===== src/design/mod_exp_defines.svh =====
// word and operand sizing of the modular exponentiator
`ifndef MOD_EXP_DEFINES_SVH
`define MOD_EXP_DEFINES_SVH

// bits per word
`define WORD_WIDTH 16
// words per operand
`define NUM_WORDS 4
// full operand width
`define VEC_WIDTH (`WORD_WIDTH * `NUM_WORDS)
// exponent bits scanned
`define EXP_BITS `VEC_WIDTH

`endif


===== src/design/mod_exp_pkg.sv =====
// shared types of the modular exponentiator
// words, operands, multiply-add result and sequencer states
`include "mod_exp_defines.svh"

package mod_exp_pkg;

    typedef logic [`WORD_WIDTH-1:0] word_t;
    typedef logic [`VEC_WIDTH-1:0] vec_t;   // word 0 in the low bits

    // one double word as the whole product-sum or as its two halves
    typedef union packed {
        logic [2*`WORD_WIDTH-1:0] full;
        struct packed {
            word_t carry;   // high word
            word_t sum;     // low word
        } part;
    } mac_result_t;

    typedef enum logic [3:0] {
        ST_IDLE,
        ST_LOADING,
        ST_WAIT_COMPUTE,
        ST_TO_MONT,      // m_bar from m and t
        ST_FIND_LEAD,    // leading one of e
        ST_SQUARE,
        ST_MULTIPLY,
        ST_FROM_MONT,    // product of 1 and c_bar
        ST_COMPLETE,
        ST_OUTPUT
    } exp_state_t;

endpackage


===== src/design/exp_ctrl.sv =====
// exponent sequencer with leading-one scan and square and multiply steps
// holds m_bar and c_bar and streams the result words
`include "mod_exp_defines.svh"

module exp_ctrl (
    input  logic               clk,
    input  logic               reset,
    input  logic               start_input,
    input  logic               start_compute,
    input  logic               get_result,
    input  logic               load_done,
    input  mod_exp_pkg::vec_t  e_vec,
    input  mod_exp_pkg::vec_t  r_vec,
    input  mod_exp_pkg::vec_t  m_vec,
    input  mod_exp_pkg::vec_t  t_vec,
    input  logic               mul_done,
    input  mod_exp_pkg::vec_t  mul_result,
    output logic               load_start,
    output logic               mul_start,
    output mod_exp_pkg::vec_t  mul_a,
    output mod_exp_pkg::vec_t  mul_b,
    output logic               busy,
    output logic               result_ready,
    output logic               res_valid,
    output mod_exp_pkg::word_t res_word
);
    import mod_exp_pkg::*;

    localparam int BW = $clog2(`EXP_BITS);
    localparam int OW = $clog2(`NUM_WORDS);
    localparam logic [OW-1:0] LAST_WORD = OW'(`NUM_WORDS - 1);

    exp_state_t    state;
    logic [BW-1:0] bit_idx;    // current exponent bit
    logic [OW-1:0] out_idx;
    logic          mul_wait;   // product in flight
    logic          mul_step;
    vec_t          m_bar;
    vec_t          c_bar;

    assign load_start = start_input && (state == ST_IDLE || state == ST_COMPLETE);
    assign mul_step = state inside {ST_TO_MONT, ST_SQUARE, ST_MULTIPLY, ST_FROM_MONT};
    assign mul_start = mul_step && !mul_wait;
    assign busy = mul_step || state == ST_FIND_LEAD;
    assign result_ready = (state == ST_COMPLETE);
    assign res_valid = (state == ST_OUTPUT);
    assign res_word = res_valid ? c_bar[out_idx * `WORD_WIDTH +: `WORD_WIDTH] : '0;

    always_comb begin
        mul_a = c_bar;
        mul_b = c_bar;   // squaring by default
        case (state)
            ST_TO_MONT: begin
                mul_a = m_vec;
                mul_b = t_vec;
            end
            ST_MULTIPLY: mul_b = m_bar;
            ST_FROM_MONT: mul_a = vec_t'(1);
            default: ;
        endcase
    end

    always_ff @(posedge clk or posedge reset) begin
        if (reset) begin
            state <= ST_IDLE;
            bit_idx <= '0;
            out_idx <= '0;
            mul_wait <= 1'b0;
        end else begin
            if (mul_start) mul_wait <= 1'b1;
            else if (mul_done) mul_wait <= 1'b0;
            case (state)
                ST_IDLE: if (load_start) state <= ST_LOADING;
                ST_LOADING: if (load_done) state <= ST_WAIT_COMPUTE;
                ST_WAIT_COMPUTE: if (start_compute) state <= ST_TO_MONT;
                ST_TO_MONT: begin
                    if (mul_done) begin
                        bit_idx <= BW'(`EXP_BITS - 1);
                        state <= ST_FIND_LEAD;
                    end
                end
                ST_FIND_LEAD: begin
                    if (e_vec[bit_idx]) state <= ST_SQUARE;
                    else if (bit_idx == '0) state <= ST_FROM_MONT;   // e is zero
                    else bit_idx <= bit_idx - 1'b1;
                end
                ST_SQUARE: begin
                    if (mul_done) begin
                        if (e_vec[bit_idx]) state <= ST_MULTIPLY;
                        else if (bit_idx == '0) state <= ST_FROM_MONT;
                        else bit_idx <= bit_idx - 1'b1;   // next square starts again
                    end
                end
                ST_MULTIPLY: begin
                    if (mul_done) begin
                        if (bit_idx == '0) begin
                            state <= ST_FROM_MONT;
                        end else begin
                            bit_idx <= bit_idx - 1'b1;
                            state <= ST_SQUARE;
                        end
                    end
                end
                ST_FROM_MONT: if (mul_done) state <= ST_COMPLETE;
                ST_COMPLETE: begin
                    if (load_start) begin
                        state <= ST_LOADING;
                    end else if (get_result) begin
                        out_idx <= '0;
                        state <= ST_OUTPUT;
                    end
                end
                default: begin
                    out_idx <= out_idx + 1'b1;
                    if (out_idx == LAST_WORD) state <= ST_IDLE;
                end
            endcase
        end
    end

    always_ff @(posedge clk) begin
        if (mul_done) begin
            c_bar <= mul_result;
            if (state == ST_TO_MONT) begin
                m_bar <= mul_result;
                c_bar <= r_vec;   // one in Montgomery form
            end
        end
    end

endmodule


===== src/design/mod_exp_top.sv =====
// modular exponentiator top level
// operand storage, exponent sequencer and Montgomery multiplier
module mod_exp_top (
    input  logic               clk,
    input  logic               reset,
    input  logic               start_input,
    input  logic               start_compute,
    input  logic               get_result,
    input  mod_exp_pkg::word_t m_word,
    input  mod_exp_pkg::word_t e_word,
    input  mod_exp_pkg::word_t n_word,
    input  mod_exp_pkg::word_t r_word,
    input  mod_exp_pkg::word_t t_word,
    input  mod_exp_pkg::word_t nprime0,
    output logic               busy,
    output logic               result_ready,
    output logic               res_valid,
    output mod_exp_pkg::word_t res_word
);
    import mod_exp_pkg::*;

    vec_t  m_vec;
    vec_t  e_vec;
    vec_t  n_vec;
    vec_t  r_vec;
    vec_t  t_vec;
    word_t n_prime;
    logic  load_start;
    logic  load_done;
    logic  mul_start;
    logic  mul_done;
    vec_t  mul_a;
    vec_t  mul_b;
    vec_t  mul_result;

    operand_bank operand_bank_i (
        .clk        (clk),
        .reset      (reset),
        .load_start (load_start),
        .m_word     (m_word),
        .e_word     (e_word),
        .n_word     (n_word),
        .r_word     (r_word),
        .t_word     (t_word),
        .nprime0    (nprime0),
        .m_vec      (m_vec),
        .e_vec      (e_vec),
        .n_vec      (n_vec),
        .r_vec      (r_vec),
        .t_vec      (t_vec),
        .n_prime    (n_prime),
        .load_done  (load_done)
    );

    exp_ctrl exp_ctrl_i (
        .clk           (clk),
        .reset         (reset),
        .start_input   (start_input),
        .start_compute (start_compute),
        .get_result    (get_result),
        .load_done     (load_done),
        .e_vec         (e_vec),
        .r_vec         (r_vec),
        .m_vec         (m_vec),
        .t_vec         (t_vec),
        .mul_done      (mul_done),
        .mul_result    (mul_result),
        .load_start    (load_start),
        .mul_start     (mul_start),
        .mul_a         (mul_a),
        .mul_b         (mul_b),
        .busy          (busy),
        .result_ready  (result_ready),
        .res_valid     (res_valid),
        .res_word      (res_word)
    );

    mont_mul mont_mul_i (
        .clk     (clk),
        .reset   (reset),
        .start   (mul_start),
        .a       (mul_a),
        .b       (mul_b),
        .n       (n_vec),
        .n_prime (n_prime),
        .done    (mul_done),
        .result  (mul_result)
    );

endmodule


===== src/design/mont_mul.sv =====
// word-serial Montgomery product a * b / R mod n over one multiply-add unit
// ends with a conditional subtraction so the result stays below n
`include "mod_exp_defines.svh"

module mont_mul (
    input  logic               clk,
    input  logic               reset,
    input  logic               start,
    input  mod_exp_pkg::vec_t  a,
    input  mod_exp_pkg::vec_t  b,
    input  mod_exp_pkg::vec_t  n,
    input  mod_exp_pkg::word_t n_prime,
    output logic               done,
    output mod_exp_pkg::vec_t  result
);
    import mod_exp_pkg::*;

    localparam int WW = `WORD_WIDTH;
    localparam int NW = `NUM_WORDS;
    localparam int CW = $clog2(NW + 1);
    localparam logic [CW-1:0] LAST = CW'(NW - 1);
    localparam logic [CW-1:0] TOP = CW'(NW);

    localparam logic [2:0] P_IDLE   = 3'd0;
    localparam logic [2:0] P_MUL    = 3'd1;   // v += a[i] * b
    localparam logic [2:0] P_FOLD   = 3'd2;   // top carry into v[NW], v[NW+1]
    localparam logic [2:0] P_FACTOR = 3'd3;   // q = v[0] * n_prime
    localparam logic [2:0] P_RED    = 3'd4;   // v = (v + q * n) >> WW
    localparam logic [2:0] P_TOP1   = 3'd5;
    localparam logic [2:0] P_TOP2   = 3'd6;
    localparam logic [2:0] P_SUB    = 3'd7;   // v - n over NW + 1 words

    logic [2:0]             phase;
    logic [CW-1:0]          i;
    logic [CW-1:0]          j;
    logic                   k;        // low issues a step, high captures it
    logic                   j_last;
    logic [(NW+1)*WW-1:0]   n_ext;    // n with a zero top word
    word_t                  v [NW+2];
    word_t                  carry;
    word_t                  q;
    vec_t                   diff;
    vec_t                   v_low;
    logic                   ge;       // v >= n
    word_t                  mac_x;
    word_t                  mac_y;
    word_t                  mac_z;
    word_t                  mac_cin;
    mac_result_t            mac_out;

    word_mac word_mac_i (
        .clk      (clk),
        .x        (mac_x),
        .y        (mac_y),
        .z        (mac_z),
        .carry_in (mac_cin),
        .result   (mac_out)
    );

    assign j_last = (j == LAST);
    assign n_ext = {word_t'(0), n};
    assign mac_cin = (phase == P_FACTOR) ? '0 : carry;

    always_comb begin
        mac_x = '0;
        mac_y = '0;
        mac_z = v[j];
        case (phase)
            P_MUL: begin
                mac_x = a[i * WW +: WW];
                mac_y = b[j * WW +: WW];
            end
            P_FOLD, P_TOP1: mac_z = v[NW];
            P_FACTOR: begin
                mac_x = v[0];
                mac_y = n_prime;
                mac_z = '0;
            end
            P_RED: begin
                mac_x = q;
                mac_y = n_ext[j * WW +: WW];
            end
            P_TOP2: mac_z = v[NW + 1];
            P_SUB: begin
                mac_x = ~n_ext[j * WW +: WW];   // ones complement plus a carry in of one
                mac_y = word_t'(1);
            end
            default: ;
        endcase
    end

    always_ff @(posedge clk or posedge reset) begin
        if (reset) begin
            phase <= P_IDLE;
            i <= '0;
            j <= '0;
            k <= 1'b0;
            done <= 1'b0;
        end else begin
            done <= 1'b0;
            k <= (phase != P_IDLE) && !k;
            if (phase == P_IDLE) begin
                if (start) begin
                    for (int w = 0; w < NW + 2; w++) begin
                        v[w] <= '0;
                    end
                    carry <= '0;
                    i <= '0;
                    j <= '0;
                    phase <= P_MUL;
                end
            end else if (k) begin
                carry <= mac_out.part.carry;
                case (phase)
                    P_MUL: begin
                        v[j] <= mac_out.part.sum;
                        j <= j_last ? '0 : j + 1'b1;
                        if (j_last) phase <= P_FOLD;
                    end
                    P_FOLD: begin
                        v[NW] <= mac_out.part.sum;
                        v[NW + 1] <= mac_out.part.carry;
                        phase <= P_FACTOR;
                    end
                    P_FACTOR: begin
                        q <= mac_out.part.sum;
                        carry <= '0;
                        phase <= P_RED;
                    end
                    P_RED: begin
                        if (j != '0) v[j - 1'b1] <= mac_out.part.sum;   // word 0 drops out
                        j <= j_last ? '0 : j + 1'b1;
                        if (j_last) phase <= P_TOP1;
                    end
                    P_TOP1: begin
                        v[NW - 1] <= mac_out.part.sum;
                        phase <= P_TOP2;
                    end
                    P_TOP2: begin
                        v[NW] <= mac_out.part.sum;
                        i <= i + 1'b1;
                        carry <= '0;
                        phase <= P_MUL;
                        if (i == LAST) begin
                            carry <= word_t'(1);
                            phase <= P_SUB;
                        end
                    end
                    default: begin
                        if (j == TOP) begin
                            ge <= mac_out.part.carry[0];   // no borrow out of the top word
                            done <= 1'b1;
                            j <= '0;
                            phase <= P_IDLE;
                        end else begin
                            diff[j * WW +: WW] <= mac_out.part.sum;
                            j <= j + 1'b1;
                        end
                    end
                endcase
            end
        end
    end

    always_comb begin
        for (int w = 0; w < NW; w++) begin
            v_low[w * WW +: WW] = v[w];
        end
    end

    assign result = ge ? diff : v_low;

endmodule


===== src/design/operand_bank.sv =====
// operand storage for m, e, n, r, t and the low-word inverse
`include "mod_exp_defines.svh"

module operand_bank (
    input  logic               clk,
    input  logic               reset,
    input  logic               load_start,
    input  mod_exp_pkg::word_t m_word,
    input  mod_exp_pkg::word_t e_word,
    input  mod_exp_pkg::word_t n_word,
    input  mod_exp_pkg::word_t r_word,
    input  mod_exp_pkg::word_t t_word,
    input  mod_exp_pkg::word_t nprime0,
    output mod_exp_pkg::vec_t  m_vec,
    output mod_exp_pkg::vec_t  e_vec,
    output mod_exp_pkg::vec_t  n_vec,
    output mod_exp_pkg::vec_t  r_vec,
    output mod_exp_pkg::vec_t  t_vec,
    output mod_exp_pkg::word_t n_prime,
    output logic               load_done
);

    localparam int IW = $clog2(`NUM_WORDS);
    localparam logic [IW-1:0] LAST = IW'(`NUM_WORDS - 1);

    logic          loading;
    logic [IW-1:0] idx;      // word being written

    always_ff @(posedge clk or posedge reset) begin
        if (reset) begin
            loading <= 1'b0;
            idx <= '0;
            load_done <= 1'b0;
        end else begin
            load_done <= loading && idx == LAST;
            if (load_start) begin
                loading <= 1'b1;
                idx <= '0;
            end else if (loading) begin
                idx <= idx + 1'b1;
                if (idx == LAST) loading <= 1'b0;
            end
        end
    end

    always_ff @(posedge clk) begin
        if (load_start) n_prime <= nprime0;   // sampled with the start pulse
        if (loading) begin
            m_vec[idx * `WORD_WIDTH +: `WORD_WIDTH] <= m_word;
            e_vec[idx * `WORD_WIDTH +: `WORD_WIDTH] <= e_word;
            n_vec[idx * `WORD_WIDTH +: `WORD_WIDTH] <= n_word;
            r_vec[idx * `WORD_WIDTH +: `WORD_WIDTH] <= r_word;
            t_vec[idx * `WORD_WIDTH +: `WORD_WIDTH] <= t_word;
        end
    end

endmodule


===== src/design/word_mac.sv =====
// registered multiply-accumulate of one word pair
`include "mod_exp_defines.svh"

module word_mac (
    input  logic                     clk,
    input  mod_exp_pkg::word_t       x,
    input  mod_exp_pkg::word_t       y,
    input  mod_exp_pkg::word_t       z,
    input  mod_exp_pkg::word_t       carry_in,
    output mod_exp_pkg::mac_result_t result
);

    localparam int DW = 2 * `WORD_WIDTH;

    // all inputs at maximum still fit in DW bits
    always_ff @(posedge clk) begin
        result.full <= DW'(x) * DW'(y) + DW'(z) + DW'(carry_in);
    end

endmodule


===== config.mk =====
export PLATFORM = sky130hd
export DESIGN_NAME = mod_exp_top
export DESIGN_NICKNAME = d
export VERILOG_FILES = /design/src/design/mod_exp_pkg.sv /design/src/design/exp_ctrl.sv /design/src/design/mod_exp_top.sv /design/src/design/mont_mul.sv /design/src/design/operand_bank.sv /design/src/design/word_mac.sv
export VERILOG_INCLUDE_DIRS = /design/src /design/src/design
export SDC_FILE = /design/constraint.sdc
export NUM_CORES = 2
export LEC_CHECK = 0
export BUFFER_PORTS_ARGS = -buffer_cell sky130_fd_sc_hd__buf_2
export CAP_MARGIN = 20
export CORE_ASPECT_RATIO = 1.1
export CORE_UTILIZATION = 55
export CTS_BUF_LIST = sky130_fd_sc_hd__clkbuf_16
export CTS_CLUSTER_DIAMETER = 200
export CTS_CLUSTER_SIZE = 24
export DETAILED_ROUTE_END_ITERATION = 16
export GPL_TIMING_DRIVEN = 0
export PLACE_DENSITY = 0.72
export SYNTH_ARGS = -nofsm -noshare
export SYNTH_HDL_FRONTEND = slang
export SYNTH_SLANG_ARGS = --single-unit

===== constraint.sdc =====
create_clock -name clk -period 11.6 [get_ports clk]
set_clock_uncertainty 0.1 [all_clocks]
set_input_delay 0.58 -clock clk [delete_from_list [all_inputs] [get_ports clk]]
set_output_delay 0.58 -clock clk [all_outputs]
set_load 0.01 [all_outputs]

---- After elaboration in Yosys (flattened, before gate mapping) ----
Memory sizes are Yosys's and may differ from the RTL's.
Cells that the tools add are included.
word-level totals
  flip-flop bits (word level) ............. 621
  RAM bits ................................ 96
  bits of input ports ..................... 101
  output and inout port bits .............. 19
  logic and storage cells ................. 249
  memories ................................ 1
cells by class
  $add $sub $neg .......................... 10
  multiply operators ...................... 1
  order comparisons ....................... 1
  equal/unequal tests ..................... 35
  shift-type cells ........................ 12
  multiplexer cells ....................... 108
  bitwise operators ....................... 10
  reductions and logical operators ........ 46
memory list
  name          depth  bits a word  read ports  clocked after Yosys merged registers in  wr ports  line            RTL
  mont_mul_i.v  6      16           7           0                                        6         mont_mul.sv:39  word_t v [NW+2];
operators by type and width
  kind                                                     number
  bitwise mux 64 bit                                       6
  indexed part select 16 x 34 -> 64 bit                    6
  case mux 64 bit (2 select lines)                         2
  two-way mux 16 bit                                       11
  two-way mux 64 bit                                       2
  case mux 16 bit (4 select lines)                         2
  variable shift 16 x 34 -> 64 bit (first input constant)  2
  indexed part select 64 x 8 -> 16 bit                     2
  indexed part select 80 x 8 -> 16 bit                     1
  adder 32 x 16 -> 32 bit                                  2
  indexed part select 64 x 7 -> 16 bit                     1
  two-way mux 4 bit                                        13
  two-way mux 3 bit                                        17
  case mux 16 bit (3 select lines)                         1
  two-way mux 1 bit                                        37
  case mux 4 bit (9 select lines)                          1
  negation 6 -> 34 bit                                     1
  negation 7 -> 34 bit                                     1
  multiplier 16 x 16 -> 32 bit                             1
  case mux 16 bit (2 select lines)                         1
  OR reduction 16 bit                                      2
  two-way mux 6 bit                                        5
  case mux 6 bit (4 select lines)                          1
  case mux 3 bit (6 select lines)                          1
  44 further kinds                                         104

---- Longest topological paths before layout ----
  depth after elaboration ................. 9
  depth in mapped cells ................... 35

---- By module ----
Synthesis repeated with hierarchy kept, for this count alone.
second synthesis, totals
  cell total of the unflattened synthesis .. 3706
  area, all modules ....................... 45028.2 um2
by module, submodules not included
  module        instances  cells each  area each (um2)
  mont_mul      1          985         13331.5
  operand_bank  1          738         12668.4
  word_mac      1          1136        10216.0
  exp_ctrl      1          847         8812.2

---- Worst setup path before layout ----
Ideal clock, no wire load.
  path kind ............................... register to register
  from .................................... register mont_mul_i.j[0]
  to ...................................... register mont_mul_i.word_mac_i.result[31] (netlist bit)
  setup time .............................. 120 ps
  arrival time ............................ 8050 ps
  required time ........................... 11380 ps
  slack ................................... 3330 ps
  stages on the path, launching flop included .. 29
  buffers on the path ..................... 5
  path through ............................ dfrtp_1 -> buf_4 -> buf_2 -> buf_2 -> buf_2 -> mux4_2 -> a221oi_1 -> o21ai_1 -> nand2_1 -> fa_1 -> fa_1 -> fa_1 -> inv_1 -> fa_1 -> fa_1 -> inv_1 -> fa_1 -> inv_1 -> ha_1 -> clkbuf_1 -> a21oi_1 -> nand2_1 -> a21o_1 -> a41o_1 -> a2111oi_4 -> o21ai_2 -> or4_1 -> and3_1 -> a211o_1
on the way
  longest elaborated chain between the ends .. 6
  elaborated cells between the ends (all ways) .. 10
RTL lines
  element                                   line                            RTL
  start: declaration                        mont_mul.sv:35                  logic [CW-1:0] j;
  start signal: assignment                  mont_mul.sv:117                 j <= j_last ? '0 : j + 1'b1;
  start signal: assignment                  mont_mul.sv:132                 j <= j_last ? '0 : j + 1'b1;
  start signal: assignment                  mont_mul.sv:157                 j <= j + 1'b1;
  indexed part select 80 x 8 -> 16 bit      mont_mul.sv:81, mont_mul.sv:85
  inverter 16 bit                           mont_mul.sv:85                  mac_x = ~n_ext[j * WW +: WW];
  case mux 16 bit (4 select lines)          mont_mul.sv:68                  case (phase)
  multiplier 16 x 16 -> 32 bit              word_mac.sv:17                  result.full <= DW'(x) * DW'(y) + DW'(z) + DW'(carry_in);
  adder 32 x 16 -> 32 bit (*) (2 in a row)  word_mac.sv:17
  end: declaration                          word_mac.sv:10                  output mod_exp_pkg::mac_result_t result
Every way passes the cells marked *; elsewhere a longest branch is shown, timed or not.
A chain may end at the register's enable or synchronous reset.

---- Final worst setup path ----
  from .................................... register mont_mul_i.j[1]
  to ...................................... register mont_mul_i.word_mac_i.result[30] (netlist bit)
The elaborated chain is that of the path after synthesis.

==> results.json <==
{
  "seq_area_frac_synth_pct": 50.5,
  "synth_most_common_cell": "edfxtp_1",
  "synth_top_area_share_pct": 47.4,
  "required_ns": 11.99,
  "yosysTopAreaCell": "edfxtp_1",
  "cts_tree": "built",
  "cts-hold-fix-buffers": 1,
  "floorplan.die.height_um": 297,
  "rsz0062_at_grt": "no",
  "synth_nets": 3916,
  "cts_buffer_depth": 3,
  "clock_sinks": 749,
  "finalWeightedCongestion": 0.972,
  "final_period_minus_worst_setup_slack_ns": 10.84,
  "multi_input_comb_area_sq_mm": 0.0197,
  "synth-seq-cells": 749,
  "cts_made_buffers": 37,
  "die-area_sq_mm": 0.0805,
  "h-tree-depth": 2,
  "placement_rows": 107,
  "clk_latency_ns": 0.64,
  "critical_path.n_buffers_inverters": 8,
  "asyncSetResetFlopFracSynth_pct": 3.74,
  "place_hpwl_um": 108000,
  "io_buffer_count": 119,
  "yosysWarnings": 0,
  "finish.net_count": 4107,
  "yosysUniqueCellTypes": 76,
  "num_vias": 30200,
  "final_min_period_over_clock_period_pct": 93.5,
  "drt-total-wl_um": 143000,
  "fmax_ghz": 0.0922,
  "vias_in_the_first_global_route": 30000,
  "synth_enable_flop_cells": 689,
  "post_route_cells_drive_above_1_share_pct": 13.7,
  "endpoint_kind": "flop",
  "dr.first_iter.drc_count": 3953,
  "maxCapViolations": 0,
  "final-seq-area_sq_mm": 0.0220,
  "critical_path.max_fanout": 10,
  "flow.area_growth_from_synthesis_pct": 7.80,
  "total_i_o_pin_count": 120,
  "die_width_um": 271,
  "core_region_area_sq_mm": 0.0781,
  "antenna_found_initial": 14,
  "netlist_top_cells_area": "edfxtp_1 47%, fa_1 10%, and2_1 7.1%, mux4_2 5.6%, ha_1 3.6%",
  "fillCellCount": 6264,
  "synth-main-ff-cell": "edfxtp_1",
  "mapped_cell_area_sq_mm": 0.0436,
  "cpLargestDelayFamily": "compound AO/OA/AOI/OAI gates",
  "cts.root.buffer_cell": "clkbuf_16",
  "drc": 0,
  "timing_worst_setup_path_type": "reg -> reg",
  "worst_slew_pin_slew_ns": 1.47,
  "critical_path_arrival_ns": 11.24,
  "track_usage_pct": 35.8,
  "status": "finished clean",
  "postSynthCellCount": 3465,
  "final.setup.tns_ns": 0,
  "post_cts.repair.setup_buffers": 0,
  "hold_viol_final": 0,
  "global_route_wire_length_before_repair_um": 206000,
  "clock_pin_slew_worst_setup_and_hold_paths_ns": 0.12,
  "average_wire_per_standard_cell_um": 30.4,
  "grt_max_degree": 53,
  "avgViaCountPerCell": 6.39,
  "initial_core_util_pct": 55.9,
  "postCtsResizedCells": 0,
  "relSlewSlack_pct": 2.17,
  "class_of_the_tightest_hold_or_removal_check": "in -> reg",
  "synth_common_cells": "689 x edfxtp_1, 493 x and2_1, 296 x inv_1, 254 x nor2_1, 226 x fa_1",
  "crit_slowest_cell": "buf_1",
  "globalRouteOverflowTotal": 0,
  "detail-route-antenna-nets": 0,
  "final-max-slew-violation-count": 0,
  "critPathLaunchType": "flop",
  "max_stage_delay_ns": 0.80,
  "syn_avg_cell_area_sq_um": 12.6,
  "drt_pass1_iterations": 8,
  "timing.final.setup_violations": 0,
  "finish.utilization_pct": 60.3
}
==> worst paths after layout <==
kind	end	depth (start not counted)	startpoint	slack (ns)
max	mont_mul_i.word_mac_i.result[30]	28	mont_mul_i.j[1]	0.76
min	operand_bank_i.n_prime[14]	1	nprime0[14]	0.04
min reg2reg	exp_ctrl_i.mul_wait	1	exp_ctrl_i.mul_wait	0.38
min in group asynchronous	mont_mul_i.j[2]	3	reset	0.55
max reg2reg	mont_mul_i.word_mac_i.result[30]	28	mont_mul_i.j[1]	0.76
max in group asynchronous	operand_bank_i.loading	4	reset	10.30
==> worst register-to-register path, delay by kind of cell (launching register included) <==
| family | cells | cell delay, ns |
|---|---|---|
| AOI/OAI and AO/OA | 10 | 3.85 |
| xor gates and xnor gates | 1 | 0.16 |
| adders and majority gates | 7 | 3.11 |
| buffers and inverters | 8 | 2.49 |
| DFF | 1 | 0.47 |
| muxes | 1 | 0.40 |
| and+or+nand+nor | 1 | 0.12 |
==> placed cells by master (no fill, tap or decap), types with 109 or more instances in the layout <==
cell / Yosys / routed
inv_1: 296 / 314
clkbuf_1: 147 / 147
mux4_2: 109 / 109
nor2_1: 254 / 252
edfxtp_1: 689 / 689
a21oi_1: 134 / 134
ha_1: 124 / 124
and2_1: 493 / 488
fa_1: 226 / 226
mux2_2: 130 / 130
buf_2: 39 / 167
nand2_1: 174 / 174
==> final cells by class <==
type                            instances  area share [%]
Sequential cell                       749            46.8
Multi-Input combinational cell       2213            41.9
Tap cell                             1035            2.75
Inverter                              298            2.38
Timing Repair Buffer                  152            2.14
Clock buffer                           37            1.97
Buffer                                205            1.76
Clock inverter                         23           0.282
Antenna cell                            6          0.0319
==> state kept, by name (all words and copies together), names as in the netlist, 2 cells and up <==
register	cells
operand_bank_i.e_vec	64
exp_ctrl_i.bit_idx	6
mont_mul_i.phase	3
mont_mul_i.word_mac_i.result	32
mont_mul_i.carry	16
exp_ctrl_i.state	4
mont_mul_i.diff	64
exp_ctrl_i.c_bar	64
operand_bank_i.m_vec	64
mont_mul_i.j	3
operand_bank_i.n_prime	16
mont_mul_i.v	128
mont_mul_i.i	3
operand_bank_i.idx	2
operand_bank_i.t_vec	64
operand_bank_i.n_vec	64
exp_ctrl_i.out_idx	2
operand_bank_i.r_vec	64
exp_ctrl_i.m_bar	64
mont_mul_i.q	16
==> cell families (layout without fill, tap and decap cells) <==
family | count (synthesis) | after routing | share of synthesized area, %
AOI/OAI and AO/OA | 467 | 467 | 7.64
xor gates and xnor gates | 30 | 30 | 0.602
adders and majority gates | 351 | 351 | 13.9
buffers and inverters | 503 | 715 | 4.46
DFF | 749 | 749 | 50.5
muxes | 259 | 259 | 9.44
other | 0 | 6 | 0
and+or+nand+nor | 1106 | 1106 | 13.4
==> per-stage QoR <==
step / setup slack, ns / hold slack, ns / instance area [sq um] / std cells
after floorplan: 3.33 / 0.331 / 43600 / 3465
after global placement: 0.919 / 0.361 / 45500 / 4619
after detailed placement: 1.17 / 0.368 / 45900 / 4645
after CTS: 1.09 / 0.0336 / 47000 / 4706
after global routing: 0.622 / 0.0267 / 47000 / 4715
final: 0.757 / 0.0446 / 47000 / 4718
==> metal layers <==
| layer | part of all wire, % | global-route usage, % | vias up |
|---|---|---|---|
| li1 | - | - | 12600 |
| met1 | 35 | 44.9 | 15200 |
| met3 | 11 | 8.26 | 431 |
| met5 | 0.027 | 0 | - |
| met2 | 46 | 56.0 | 1881 |
| met4 | 7.8 | 22.9 | 6 |
Power is left out: the tool's default activity adds up to more than one toggle a clock period on the data nets, which glitch-free logic cannot reach.
